===== src/logic/sdramPkg.sv =====
/*
 * Shared definitions for the SDRAM controller. Holds timing in clock cycles,
 * the command and state encodings and the APB address layout.
 */
package sdramPkg;

    // ----------------------------------------
    // Geometry and widths
    // ----------------------------------------
    localparam int dataWidth = 16;
    localparam int rowWidth  = 13;
    localparam logic [31:0] addrLimit = 32'h0400_0000; // First byte address past the part

    // ----------------------------------------
    // Timing in Clock cycles
    // ----------------------------------------
    localparam int initWaitCycles   = 100;  // NOP wait after power-up
    localparam int tRP              = 3;    // Precharge period
    localparam int tRC              = 7;    // Refresh cycle time
    localparam int tRCD             = 3;    // Activate to read or write
    localparam int casLatency       = 2;
    localparam int tDPL             = 2;    // Write recovery before precharge
    localparam int tMRD             = 2;    // Mode register set time
    localparam int initRefreshCount = 8;
    localparam int refreshInterval  = 390;

    // Burst 1, sequential, CL 2, single location write
    localparam logic [rowWidth-1:0] modeRegValue = 13'b000_1_00_010_0_000;

    localparam int cntWidth        = $clog2(initWaitCycles);      // Longest single delay
    localparam int initRefWidth    = $clog2(initRefreshCount + 1);
    localparam int refreshCntWidth = $clog2(refreshInterval);

    // Command pins as {RAS_N, CAS_N, WE_N}
    typedef enum logic [2:0] {
        CMD_MODE_SET     = 3'b000,
        CMD_AUTO_REFRESH = 3'b001,
        CMD_PRECHARGE    = 3'b010,
        CMD_ACTIVATE     = 3'b011,
        CMD_WRITE        = 3'b100,
        CMD_READ         = 3'b101,
        CMD_NOP          = 3'b111
    } sdramCmdE;

    typedef enum logic [3:0] {
        INIT_WAIT,
        INIT_PREA,
        INIT_REFRESH,
        INIT_NOP,
        INIT_MODE,
        IDLE,
        ACTIVATE,
        READ,
        WRITE,
        PRECHARGE,
        REFRESH
    } sdramStateE;

    // Byte address split into SDRAM coordinates
    typedef struct packed {
        logic [5:0]          unused;  // Must be zero for an in-range access
        logic [1:0]          bank;
        logic [rowWidth-1:0] row;
        logic [9:0]          col;
        logic                byteSel;
    } sdramAddrFieldsS;

    typedef union packed {
        logic [31:0]     word;
        sdramAddrFieldsS fields;
    } sdramAddrU;

endpackage


===== src/logic/sdramReqIf.sv =====
/*
 * Single access request from the APB bridge to the SDRAM controller.
 * Fields stay stable while reqValid is high; reqDone closes the access.
 */
interface sdramReqIf;
    import sdramPkg::*;

    logic                 reqValid;
    logic                 reqWrite;
    sdramAddrU            reqAddr;
    logic [dataWidth-1:0] reqWdata;
    logic                 reqDone;   // One cycle, last precharge cycle
    logic [dataWidth-1:0] rdata;

    modport bridge (
        output reqValid, reqWrite, reqAddr, reqWdata,
        input  reqDone, rdata
    );

    modport ctrl (
        input  reqValid, reqWrite, reqAddr, reqWdata,
        output reqDone, rdata
    );

endinterface


===== src/logic/apbSdramBridge.sv =====
/*
 * APB slave in front of the SDRAM controller. Each transfer becomes one
 * controller request and PREADY stays low until the controller finishes.
 */
module apbSdramBridge (
    input  logic        Clock,
    input  logic        rstN,
    input  logic        psel,
    input  logic        penable,
    input  logic        pwrite,
    input  logic [31:0] paddr,
    input  logic [31:0] pwdata,
    output logic [31:0] prdata,
    output logic        pready,
    output logic        pslverr,
    sdramReqIf.bridge   req
);
    import sdramPkg::*;

    sdramAddrU setupAddr;
    logic      setupPhase;
    logic      addrBad;

    assign setupAddr.word = paddr;

    // New transfer only when nothing is pending or completing
    assign setupPhase = psel && !penable && !req.reqValid && !pready;
    assign addrBad    = (setupAddr.word >= addrLimit);

    // ----------------------------------------
    // Handshake
    // ----------------------------------------
    always_ff @(posedge Clock or negedge rstN) begin
        if (!rstN) begin
            req.reqValid <= 1'b0;
            pready       <= 1'b0;
            pslverr      <= 1'b0;
        end else begin
            pready  <= 1'b0;                   // Single cycle unless set below
            pslverr <= 1'b0;
            if (setupPhase && addrBad) begin
                pready  <= 1'b1;               // Error ends in the first access cycle
                pslverr <= 1'b1;
            end else if (setupPhase) begin
                req.reqValid <= 1'b1;
            end
            if (req.reqDone) begin
                req.reqValid <= 1'b0;
                pready       <= 1'b1;
            end
        end
    end

    // Request fields and read data
    always_ff @(posedge Clock) begin
        if (setupPhase) begin
            req.reqAddr  <= setupAddr;
            req.reqWrite <= pwrite;
            req.reqWdata <= pwdata[dataWidth-1:0];
        end
        if (setupPhase && addrBad) begin
            prdata <= '0;
        end else if (req.reqDone && !req.reqWrite) begin
            prdata <= 32'(req.rdata);          // Zero extended
        end
    end

endmodule


===== src/logic/refreshTimer.sv =====
/*
 * Free running auto-refresh timer. Raises a sticky request every
 * refreshInterval cycles and drops it on the controller's acknowledge.
 */
module refreshTimer (
    input  logic Clock,
    input  logic rstN,
    input  logic refreshAck,
    output logic refreshReq
);
    import sdramPkg::*;

    logic [refreshCntWidth-1:0] count;
    logic                       wrap;

    assign wrap = (count == refreshCntWidth'(refreshInterval - 1));

    always_ff @(posedge Clock or negedge rstN) begin
        if (!rstN) begin
            count      <= '0;
            refreshReq <= 1'b0;
        end else begin
            count <= wrap ? '0 : count + 1'b1;
            if (wrap) begin
                refreshReq <= 1'b1;            // A new period wins over the ack
            end else if (refreshAck) begin
                refreshReq <= 1'b0;
            end
        end
    end

endmodule


===== src/logic/sdramCtrl.sv =====
/*
 * SDRAM command FSM. Runs the power-up sequence, periodic auto-refresh and
 * single word accesses as activate, read or write, then precharge.
 */
module sdramCtrl (
    input  logic                              Clock,
    input  logic                              rstN,
    input  logic                              refreshReq,
    output logic                              refreshAck,
    sdramReqIf.ctrl                           req,
    output logic [sdramPkg::rowWidth-1:0]     dramAddr,
    output logic [1:0]                        dramBa,
    output logic                              dramRasN,
    output logic                              dramCasN,
    output logic                              dramWeN,
    output logic                              dramCsN,
    output logic                              dramCke,
    output logic                              dramDqml,
    output logic                              dramDqmh,
    output logic [sdramPkg::dataWidth-1:0]    dramDqOut,
    output logic                              dramDqOe,
    input  logic [sdramPkg::dataWidth-1:0]    dramDqIn
);
    import sdramPkg::*;

    sdramStateE              state, nextState;
    logic [cntWidth-1:0]     delayCnt, nextDelay;
    logic                    delayDone;
    logic [initRefWidth-1:0] initRefCnt;     // Init refreshes issued so far
    sdramCmdE                cmdQ, nextCmd;
    logic [rowWidth-1:0]     nextAddr;
    logic [1:0]              nextBa;
    logic                    nextDqOe;
    logic                    rdSample;

    assign delayDone  = (delayCnt == '0);
    assign refreshAck = (state == IDLE) && refreshReq;
    assign req.reqDone = (state == PRECHARGE) && delayDone;
    assign rdSample   = (state == READ) && delayDone;  // CL cycles after the READ command

    // Fixed pin levels, no power-down and no masking
    assign dramCke  = 1'b1;
    assign dramCsN  = 1'b0;
    assign dramDqml = 1'b0;
    assign dramDqmh = 1'b0;

    assign {dramRasN, dramCasN, dramWeN} = cmdQ;

    // ----------------------------------------
    // Next state and next command
    // ----------------------------------------
    // The command for a state is registered on the edge that enters it,
    // so it shows on the pins during the state's first cycle.
    always_comb begin
        nextState = state;
        nextDelay = delayDone ? '0 : delayCnt - 1'b1;
        nextCmd   = CMD_NOP;
        nextAddr  = '0;
        nextBa    = '0;
        nextDqOe  = 1'b0;
        case (state)
            INIT_WAIT: begin
                if (delayDone) begin
                    nextState    = INIT_PREA;
                    nextDelay    = cntWidth'(tRP - 1);
                    nextCmd      = CMD_PRECHARGE;
                    nextAddr[10] = 1'b1;            // All banks
                end
            end
            INIT_PREA: begin
                if (delayDone) begin
                    nextState = INIT_REFRESH;
                    nextDelay = '0;
                    nextCmd   = CMD_AUTO_REFRESH;
                end
            end
            INIT_REFRESH: begin
                nextState = INIT_NOP;               // Refresh cycle plus tRC-1 NOPs
                nextDelay = cntWidth'(tRC - 2);
            end
            INIT_NOP: begin
                if (delayDone && initRefCnt == initRefWidth'(initRefreshCount)) begin
                    nextState = INIT_MODE;
                    nextDelay = cntWidth'(tMRD - 1);
                    nextCmd   = CMD_MODE_SET;
                    nextAddr  = modeRegValue;
                end else if (delayDone) begin
                    nextState = INIT_REFRESH;
                    nextDelay = '0;
                    nextCmd   = CMD_AUTO_REFRESH;
                end
            end
            INIT_MODE: begin
                if (delayDone) begin
                    nextState = IDLE;
                    nextDelay = '0;
                end
            end
            IDLE: begin
                if (refreshReq) begin               // Refresh before a waiting access
                    nextState = REFRESH;
                    nextDelay = cntWidth'(tRC - 1);
                    nextCmd   = CMD_AUTO_REFRESH;
                end else if (req.reqValid) begin
                    nextState = ACTIVATE;
                    nextDelay = cntWidth'(tRCD - 1);
                    nextCmd   = CMD_ACTIVATE;
                    nextAddr  = req.reqAddr.fields.row;
                    nextBa    = req.reqAddr.fields.bank;
                end
            end
            ACTIVATE: begin
                if (delayDone) begin
                    nextAddr = rowWidth'(req.reqAddr.fields.col);  // A10 low, no auto precharge
                    nextBa   = req.reqAddr.fields.bank;
                    if (req.reqWrite) begin
                        nextState = WRITE;
                        nextDelay = cntWidth'(tDPL);
                        nextCmd   = CMD_WRITE;
                        nextDqOe  = 1'b1;
                    end else begin
                        nextState = READ;
                        nextDelay = cntWidth'(casLatency);
                        nextCmd   = CMD_READ;
                    end
                end
            end
            READ, WRITE: begin
                if (delayDone) begin
                    nextState    = PRECHARGE;
                    nextDelay    = cntWidth'(tRP - 1);
                    nextCmd      = CMD_PRECHARGE;
                    nextAddr[10] = 1'b1;
                end
            end
            PRECHARGE, REFRESH: begin
                if (delayDone) begin
                    nextState = IDLE;
                    nextDelay = '0;
                end
            end
            default: begin
                nextState = IDLE;
                nextDelay = '0;
            end
        endcase
    end

    // ----------------------------------------
    // State and pin registers
    // ----------------------------------------
    always_ff @(posedge Clock or negedge rstN) begin
        if (!rstN) begin
            state      <= INIT_WAIT;
            delayCnt   <= cntWidth'(initWaitCycles - 1);
            initRefCnt <= '0;
            cmdQ       <= CMD_NOP;
            dramAddr   <= '0;
            dramBa     <= '0;
            dramDqOe   <= 1'b0;
        end else begin
            state    <= nextState;
            delayCnt <= nextDelay;
            cmdQ     <= nextCmd;
            dramAddr <= nextAddr;
            dramBa   <= nextBa;
            dramDqOe <= nextDqOe;               // High for the write command cycle only
            if (state == INIT_REFRESH) begin
                initRefCnt <= initRefCnt + 1'b1;
            end
        end
    end

    // Write data out and read data capture
    always_ff @(posedge Clock) begin
        if (nextDqOe) begin
            dramDqOut <= req.reqWdata;
        end
        if (rdSample) begin
            req.rdata <= dramDqIn;
        end
    end

endmodule


===== src/logic/sdramTop.sv =====
/*
 * SDRAM controller top level. Connects the APB bridge, the refresh timer
 * and the command FSM to the APB slave port and the SDRAM pins.
 */
module sdramTop (
    input  logic                              Clock,
    input  logic                              rstN,

    // APB slave
    input  logic                              psel,
    input  logic                              penable,
    input  logic                              pwrite,
    input  logic [31:0]                       paddr,
    input  logic [31:0]                       pwdata,
    output logic [31:0]                       prdata,
    output logic                              pready,
    output logic                              pslverr,

    // SDRAM pins
    output logic [sdramPkg::rowWidth-1:0]     dramAddr,
    output logic [1:0]                        dramBa,
    output logic                              dramRasN,
    output logic                              dramCasN,
    output logic                              dramWeN,
    output logic                              dramCsN,
    output logic                              dramCke,
    output logic                              dramDqml,
    output logic                              dramDqmh,
    output logic [sdramPkg::dataWidth-1:0]    dramDqOut,
    output logic                              dramDqOe,     // Board wrapper builds the tristate
    input  logic [sdramPkg::dataWidth-1:0]    dramDqIn
);

    logic refreshReq;
    logic refreshAck;

    sdramReqIf reqBus ();

    apbSdramBridge apbSdramBridge_i (
        .Clock   (Clock),
        .rstN    (rstN),
        .psel    (psel),
        .penable (penable),
        .pwrite  (pwrite),
        .paddr   (paddr),
        .pwdata  (pwdata),
        .prdata  (prdata),
        .pready  (pready),
        .pslverr (pslverr),
        .req     (reqBus.bridge)
    );

    refreshTimer refreshTimer_i (
        .Clock      (Clock),
        .rstN       (rstN),
        .refreshAck (refreshAck),
        .refreshReq (refreshReq)
    );

    sdramCtrl sdramCtrl_i (
        .Clock      (Clock),
        .rstN       (rstN),
        .refreshReq (refreshReq),
        .refreshAck (refreshAck),
        .req        (reqBus.ctrl),
        .dramAddr   (dramAddr),
        .dramBa     (dramBa),
        .dramRasN   (dramRasN),
        .dramCasN   (dramCasN),
        .dramWeN    (dramWeN),
        .dramCsN    (dramCsN),
        .dramCke    (dramCke),
        .dramDqml   (dramDqml),
        .dramDqmh   (dramDqmh),
        .dramDqOut  (dramDqOut),
        .dramDqOe   (dramDqOe),
        .dramDqIn   (dramDqIn)
    );

endmodule


===== config.mk =====
export PLATFORM = sky130hd
export DESIGN_NAME = sdramTop
export DESIGN_NICKNAME = d
export VERILOG_FILES = /design/src/logic/sdramPkg.sv /design/src/logic/sdramReqIf.sv /design/src/logic/apbSdramBridge.sv /design/src/logic/refreshTimer.sv /design/src/logic/sdramCtrl.sv /design/src/logic/sdramTop.sv
export SDC_FILE = /design/constraint.sdc
export NUM_CORES = 1
export LEC_CHECK = 0
export BUFFER_PORTS_ARGS = -buffer_cell sky130_fd_sc_hd__buf_2
export CAP_MARGIN = 25
export CORE_MARGIN = 3
export CORE_UTILIZATION = 35
export DETAILED_ROUTE_END_ITERATION = 12
export PLACE_DENSITY = 0.58
export SYNTH_ARGS = -nofsm -noshare
export SYNTH_HDL_FRONTEND = slang
export SYNTH_SLANG_ARGS = --single-unit

===== constraint.sdc =====
create_clock -name Clock -period 7.35 [get_ports Clock]
set_input_delay 1.47 -clock Clock [delete_from_list [all_inputs] [get_ports Clock]]
set_output_delay 1.47 -clock Clock [all_outputs]
set_load 0.01 [all_outputs]

### After elaboration in Yosys (flattened, before gate mapping)

Index checks and enable logic that the tools add are counted.

* memories: 0
* bits in latches: 0
* register bits after elaboration: 138
* output and inout port bits: 73
* RAM bits: 0
* bits of input ports: 85
* bits in read-only memories: 0

* eq/ne operators: 18
* $mul: 0
* multiplexer cells: 48
* magnitude comparators: 1
* reductions and logical operators: 24
* div/mod/pow operators: 0
* $add $sub $neg: 3
* bitwise operators: 0
* shifts and indexed selects: 0

Operators with widths (number)
* $mux W7: 6
* $mux W4: 9
* $pmux W7 S5: 1
* $ge A32 B27 Y1 const B: 1
* $pmux W4 S8: 1
* $pmux W10 S3: 1
* $mux W13: 2
* $mux W10: 2
* $eq A4 B3 Y1 const B: 4
* $eq A4 B4 Y1 const B: 4
* $mux W3: 5
* $pmux W3 S5: 1
* $mux W1: 12
* $ne A2 B1 Y1 const B: 5
* $add A9 B1 Y9 const B: 1
* $eq A9 B9 Y1 const B: 1
* $logic_and A1 B1 Y1: 9
* $mux W9: 1
* $eq A4 B2 Y1 const B: 2
* $mux W2: 4
* $reduce_or A4 Y1: 2
* $logic_not A7 Y1: 1
* $sub A7 B1 Y7 const B: 1
* $pmux W2 S3: 1
* 12 further kinds: 17

### Logic depth before layout (Yosys ltp)

Gate-level depths: netlist (run 1).

* word-level depth: 7
* gate-level depth with buffers: 8
* mapped depth without buffers: 6

### Hierarchy

Synthesis (run 1) repeated with hierarchy kept, for this count alone.

* cells, all modules: 414
* area, all modules: 5632.9 um2

Modules (own cells, without submodules)
* sdramCtrl: area each 2825.2 um2, cells an instance 226, instances 1, seq. area each 1820.5 um2
* apbSdramBridge: area each 2341.0 um2, cells an instance 147, instances 1, seq. area each 1866.8 um2
* refreshTimer: area each 466.7 um2, cells an instance 41, instances 1, seq. area each 250.2 um2

### Least setup slack after synthesis (run 1)

No wires, ideal clock.

* path kind: input to register
* start: input penable
* end: register apbSdramBridge_i.prdata[10]
* stages on the path: 5
* slack: 309 ps
* library setup time: 120 ps
* data arrival time: 6921 ps
* cell sequence: nor4b_1 > nor2b_1 > clkbuf_1 > buf_2 > nor2_2

* word-level cells in the longest chain between the ends: 5

RTL lines
* start: declaration: RTL line sdramTop.sv:11 `input logic penable,`
* $logic_not A1 Y1: RTL line apbSdramBridge.sv:27 `assign setupPhase = psel && !penable && !req.reqValid && !pready;`
* $logic_and A1 B1 Y1 (3 in series): RTL line apbSdramBridge.sv:27
* $logic_and A1 B1 Y1: RTL line apbSdramBridge.sv:61 `if (setupPhase && addrBad) begin`
* end signal: assignment: RTL line apbSdramBridge.sv:64 `prdata <= 32'(req.rdata);`
* end: declaration: RTL line apbSdramBridge.sv:13 `output logic [31:0] prdata,`

Every way passes these cells.
A chain may end at the register's enable or synchronous reset.

### Worst setup path after layout (run 1)

* start: input penable
* end: register apbSdramBridge_i.prdata[4]

* word-level cells in the longest chain between the ends: 5

RTL lines
* $logic_not A1 Y1: RTL line apbSdramBridge.sv:27
* $logic_and A1 B1 Y1 (3 in series): RTL line apbSdramBridge.sv:27
* via apbSdramBridge_i.setupPhase: RTL line apbSdramBridge.sv:21 `logic setupPhase;`
* $logic_and A1 B1 Y1: RTL line apbSdramBridge.sv:61

The timed path passes the listed nets, and every way through them passes these cells.

==> results by group, run 1 <==
Power and ir drop
  • Sequential power share: about half
  • Clock power frac: 49.5%
  • Leak Pwr: ~2.8 nW
  • Pwr dens: roughly 250 nW/µm²
  • Net Sw Frac: a little over 20%
  • Int Power: about 0.0014 W
  • Comb pwr share: under 10%
  • Maximum vdd drop: 0.143 mV
  • Final Power: about 0.0017 W
  • Net Switching: ~0.00035 W

Place
  • Gpl congestion: 0.843
  • DP HPWL: around 7600 µm
  • Port-buffer cells: between 100 and 150

Worst setup path
  • Worst path max stage delay: roughly 0.85 ns
  • CP Class: in2reg
  • WP data required: about 7.6 ns
  • CP endpoint kind: register
  • Startpoint types: primary input
  • Crit path max fanout: 44
  • Worst path slowest cell: nor2b_2
  • Crit-path cells: buf_2, nor4b_2, buf_4, nor2b_2, nor2_1
  • CP Data Arrival Time: roughly 3.3 ns

Job
  • Max-cap violations: 0

Floorplanning
  • Starting Density: between 30% and 40%
  • Core Box Area: ~15000 µm²
  • Rows: 44
  • # IOs: roughly 160
  • Die Span Y: between 100 and 150 µm
  • Chip width: ~130 µm
  • Die footprint: approximately 17000 µm²

Yosys
  • Main synth FF type: edfxtp_1
  • Post-Synthesis Cells: between 300 and 400
  • Yosys warning total: 0
  • Average size of a mapped cell: ~14 µm²
  • Synth area leader: edfxtp_1
  • Commonest cells in the netlist: edfxtp_1, dfrtp_1, nor2_1
  • Ys async rst share: about 34%
  • Post-synth EDFFs: 74
  • Ranking of synthesized cells by area: edfxtp_1, dfrtp_1, dfxtp_1
  • Register area share after synthesis: approximately 70%
  • Flops & latches, synth: approximately 140
  • Library cells used by synthesis: just over 60
  • Share of the synthesized area in the top cell type: approximately two fifths
  • Post-Syn Area: 5430 µm²
  • Cell with the most instances after synthesis: edfxtp_1

STA
  • Slew HR: roughly two fifths
  • Clk_skew: between 0.01 and 0.015 ns
  • Final period util: between 40% and 50%
  • Final worst path period need: a little over 3 ns
  • Fin Setup TNS: 0 ns
  • RSZ-0062 raised after global routing: false
  • Count of final setup violators: 0
  • Final Max Slew Viols: 0
  • FMAX: approximately 330 MHz
  • Slew @ Worst Pin: slightly above 0.9 ns
  • Hold Fails Final Rpt: 0

Global routing
  • Total grt overflow: 0
  • GR peak layer: met2
  • GRT Overall Usage: between 10% and 20%
  • First-pass GRT wire length: ~18000 µm
  • GR Util met3: approximately 6.3%
  • Initial antenna violation count: 0
  • Grt met2 use: between 20% and 30%
  • Pin count of the biggest net entering global routing: between 40 and 50
  • Vias in the first global route: around 3500
  • GRT met1 Usage: roughly 16%

Routing
  • Residual DRC: 0
  • First-pass DRT Iterations: 4
  • Initial drt markers: between 200 and 250
  • Routed Antenna Nets: 0
  • Via-per-instance ratio: between 4 and 5
  • Post-DR wirelength/cell: approximately 15 µm
  • Via count: between 3000 and 4000
  • Drt total wl: around 11000 µm

Finish
  • Final core utilization: a little under half
  • P&R area growth vs syn: 24.2%
  • # fillers: 1355
  • # nets final: approximately 610
  • ANT cells: 0
  • Share of post-route cells with drive strength above 1: about a third

Clock network
  • Root buf cell: clkbuf_16
  • Worst-case clock buffer depth: 2
  • Worst skew pair latency: just over 0.4 ns
  • Cts hold-fix bufs: 0
  • Num CTS Buffers: 17
  • H-tree Lvls: 4
  • Cts repair resizes: 0
  • Register clock-pin slew on the reported worst setup and hold paths: roughly 0.06 ns
  • CTS tree: done
  • Post-CTS setup buffer count: 0
  • Clock sink count: 137

Run status
  • Status: complete, no violations

Worst hold path
  • Min-Delay Path Class: reg2reg
-- layout make-up --
type                    count  area (µm²)  area share, %
clock inverters            15         174           2.58
well taps                 184         230           3.41
multi-input cells         227        1510           22.4
inverters                  10        37.5          0.556
clock buffers              17         425           6.30
repair buffers            124         643           9.53
flip-flops and latches    137        3730           55.2
-- stage by stage --
stage | cells | area (µm²) | hold WS [ns] | setup WS, ns
2_1_floorplan | 410 | 5500 | 0.400 | 0.309
3_3_place_gp | 681 | 6130 | 0.401 | 3.85
3_5_place_dp | 682 | 6150 | 0.405 | 3.81
4_1_cts | 714 | 6750 | 0.419 | 4.25
5_1_grt | 714 | 6750 | 0.422 | 4.09
6_report | 714 | 6750 | 0.414 | 4.29
-- path summary, 6_finish.rpt --
check / from / to / slack, ns / depth (start not counted)
max reg2reg: sdramCtrl_i.delayCnt[0] / sdramCtrl_i.dramDqOut[4] / 4.69 / 5
min reg2reg: apbSdramBridge_i.req.reqWdata[5] / sdramCtrl_i.dramDqOut[5] / 0.41 / 0
min in group asynchronous: rstN / refreshTimer_i.count[6] / 1.03 / 1
max: penable / apbSdramBridge_i.prdata[4] / 4.29 / 5
min: apbSdramBridge_i.req.reqWdata[5] / sdramCtrl_i.dramDqOut[5] / 0.41 / 0
max in group asynchronous: rstN / apbSdramBridge_i.pready / 5.80 / 2
-- cell families (layout without fill, tap and decap cells) --
| kind of cell | after synthesis | count (layout) | share of synthesized area [%] |
|---|---|---|---|
| flip-flops | 137 | 137 | 68.6 |
| AND/OR/NAND/NOR | 109 | 109 | 11.2 |
| AO/OA/AOI/OAI | 60 | 60 | 8.11 |
| buffers and inverters | 46 | 166 | 4.98 |
| multiplexers | 16 | 16 | 2.95 |
| XOR/XNOR | 15 | 15 | 2.42 |
| adder cells (fa/ha/maj) | 7 | 7 | 1.57 |
| other | 2 | 20 | 0.138 |
-- sequential cells by signal, summed over array words and instances, names as in the netlist, 2 cells and up --
signal and flops:
apbSdramBridge_i.prdata 16, sdramCtrl_i.req.rdata 16, sdramCtrl_i.state 4, sdramCtrl_i.delayCnt 7, sdramCtrl_i.cmdQ 3, sdramCtrl_i.dramBa 2
apbSdramBridge_i.req.reqWdata 16, apbSdramBridge_i.req.reqAddr 25, sdramCtrl_i.dramDqOut 16, sdramCtrl_i.dramAddr 13, refreshTimer_i.count 9, sdramCtrl_i.initRefCnt 4
-- power groups by stage --
stage,Sequential [W],Combinational [W],Clock [W]
final,0.000828,0.0000397,0.000852
after global routing,0.000829,0.0000458,0.000906
after CTS,0.000828,0.0000408,0.000874
after detailed placement,0.000844,0.0000406,0
after global placement,0.000843,0.0000382,0
after floorplan,0.000843,0.0000215,0
-- placed cells by master, fill, tap and decap left out, drive strengths merged, types with 4 or more instances in the layout --
cell type,Yosys,layout
inv,9,12
dfstp,7,7
xnor2,11,11
ha,6,6
nor2,35,35
a22o,9,9
mux2i,16,16
dfrtp,40,40
xor2,4,4
nand2,12,12
o21ai,8,8
nor2b,7,7
edfxtp,74,74
buf,26,124
and2,8,8
clkinv,1,8
a21oi,8,8
conb,2,20
dfxtp,16,16
nand4,6,6
nand3,7,7
o22ai,5,5
nor3b,5,5
clkbuf,10,17
nor3,12,12
-- routing by layer --
layer  vias to the layer above  wire, µm
met4                         0       114
met1                      1664      4480
met3                         9      1080
met5                         -         0
met2                       148      5250
li1                       1646         -
-- worst max-delay path, delay by kind of cell --
kind	cells	cell delay, ns
AND/OR/NAND/NOR	3	1.24
buffers and inverters	2	0.59
Note: power is estimated with default switching activity, not from simulation.
==> inputs of run 2 (changes only) <==
PLACE_DENSITY = 0.6   (was 0.58)
clock period = 2.45 ns   (was 7.35 ns; I/O delays follow)
==> results by group, run 2 (same netlist as run 1, synthesis figures left out) <==
Routing
  • Drt total wl: 11000 µm (+0.44%)
  • Post-DR wirelength/cell: 15.0 µm (-1.8%)
  • Via-per-instance ratio: 4.82 (-0.64%)
  • Initial drt markers: 164 (-26%)
  • Via count: 3522 (+1.6%)
  • First-pass DRT Iterations: 6 (+2)
  • Residual DRC: 0 (unchanged)
  • Routed Antenna Nets: 0 (unchanged)

Place
  • Area after DPL: 6300 µm² (+2.4%)
  • Port-buffer cells: 120 (unchanged)
  • Gpl congestion: 0.914 (+8.4%)
  • DP HPWL: 7780 µm (+1.7%)

Power and ir drop
  • Maximum vdd drop: 0.514 mV (+260%)
  • Leak Pwr: 2.91 nW (+2.6%)
  • Pwr dens: 734 nW/µm² (+190%)

Clock network
  • Clock sink count: 137 (unchanged)
  • Cts repair resizes: 0 (unchanged)
  • Worst skew pair latency: 0.41 ns (about the same)
  • Root buf cell: clkbuf_16
  • H-tree Lvls: 4 (unchanged)
  • Worst-case clock buffer depth: 2 (unchanged)
  • CTS tree: done
  • Num CTS Buffers: 17 (unchanged)
  • Register clock-pin slew on the reported worst setup and hold paths: 0.06 ns (about the same)

STA
  • RSZ-0062 raised after global routing: false
  • Final period util: 88.7%
  • Slew @ Worst Pin: 0.547 ns (-0.374 ns)
  • Count of final setup violators: 0 (unchanged)
  • Hold slack: 0.253 ns (-0.161 ns)
  • Slew HR: 63.2% (+25 points)
  • Final Max Slew Viols: 0 (unchanged)
  • Clk_skew: 0.00617 ns (-0.00649 ns)
  • Hold Fails Final Rpt: 0 (unchanged)
  • FMAX: 460 MHz
  • Final worst path period need: 2.17 ns

Floorplanning
  • Die Span Y: 131 µm (unchanged)
  • Core Box Area: 14900 µm² (unchanged)
  • Starting Density: 36.5% (unchanged)
  • Die footprint: 17000 µm² (unchanged)
  • Rows: 44 (unchanged)
  • # IOs: 158 (unchanged)
  • Chip width: 131 µm (unchanged)

Global routing
  • Pin count of the biggest net entering global routing: 44 (-2.2%)
  • Initial antenna violation count: 0 (unchanged)
  • Vias in the first global route: 3526 (+0.86%)
  • GRT Overall Usage: 13.4% (-0.11 points)
  • Total grt overflow: 0 (unchanged)
  • First-pass GRT wire length: 17500 µm (-0.47%)

Worst setup path
  • WP data required: 2.57 ns (-5.03 ns)
  • Startpoint types: register
  • CP endpoint kind: register
  • Crit path max fanout: 17 (-61%)
  • CP Data Arrival Time: 2.29 ns (-1.02 ns)
  • CP Class: reg2reg

Job
  • Max-cap violations: 0 (unchanged)

Run status
  • Status: complete, no violations

Finish
  • Commonest non-fill, non-tap cells in the layout: buf_2, edfxtp_1, dfrtp_1, nor2_1, conb_1
  • P&R area growth vs syn: 26.9%
  • ANT cells: 0 (unchanged)
  • Largest reg by FF count: apbSdramBridge_i.req.reqAddr
  • Final instance area: 6890 µm² (+2.2%)
  • # nets final: 624 (+2.6%)
  • Share of post-route cells with drive strength above 1: 35.5% (+2.3 points)
  • Most common cell after layout, fill and taps aside: buf_2
  • Largest register FFs: 25 (unchanged)

Worst hold path
  • Min-Delay Path Class: in2reg
## run 2: cell types whose count changed in the layout (fill, tap and decap cells not counted), moves of 3 or more
cell and change:
clkinv_1 -3, clkbuf_8 +3, clkinv_2 +3, buf_4 +13
## run 2: power by group
part	total [W]	leakage [nW]	switching, W	internal, W
sequential	0.00249	1.40	0.0000140	0.00247
clock	0.00245	0.283	0.000916	0.00153
combinational	0.000127	1.23	0.0000734	0.0000532
## run 2: path summary, 6_finish.rpt
kind / startpoint / endpoint / slack [ns] / cells after the start
max: sdramCtrl_i.delayCnt[0] / sdramCtrl_i.dramDqOut[10] / 0.28 / 6
min: pwdata[15] / apbSdramBridge_i.req.reqWdata[15] / 0.25 / 1
max reg2reg: sdramCtrl_i.delayCnt[0] / sdramCtrl_i.dramDqOut[10] / 0.28 / 6
min reg2reg: apbSdramBridge_i.req.reqWdata[11] / sdramCtrl_i.dramDqOut[11] / 0.42 / 0
max in group asynchronous: rstN / sdramCtrl_i.cmdQ[0] / 1.32 / 3
min in group asynchronous: rstN / sdramCtrl_i.dramAddr[4] / 0.51 / 2
## run 2: area by class of cell
cell class                 instances  area (µm²)
clock inverter                    10        90.1
inverter                          10        37.5
sequential                       137        3730
multi-input combinational        227        1520
timing repair buffer             140         791
clock buffer                      22         495
tap                              184         230
fill                            1348        7970
## run 2: metrics by stage
step / util [%] / TNS, ns / power (W) / setup slack, ns / std cells
2_1_floorplan: - / -2.88 / 0.00260 / -0.220 / 410
3_3_place_gp: 42.4 / 0 / 0.00265 / 0.305 / 697
3_5_place_dp: 42.4 / 0 / 0.00266 / 0.292 / 697
4_1_cts: 46.4 / 0 / 0.00513 / 0.265 / 730
5_1_grt: 46.4 / 0 / 0.00525 / 0.107 / 730
6_report: 46.4 / 0 / 0.00506 / 0.276 / 730
## run 2: worst max-delay path, cell delays in order (launching register included)
cell and delay (ns):
dfstp_2 0.38, inv_1 0.07, ha_1 0.16, or3b_1 0.52, nor3_1 0.33, and3_1 0.26, buf_12 0.17
## run 2: metal layers
layer  global-route usage, %  vias to the layer above  wire (µm)
li1                        -                     1683          -
met1                    16.8                     1669       4550
met2                    20.0                      157       5220
met3                    5.61                       13       1040
met4                    6.53                        0        162
met5                       0                        -          0
## run 2: timing repair
item / in CTS / in global routing
hold buffers: 1 / 0
setup buffers: 0 / 0
hold endpoints to repair: 14 / 0
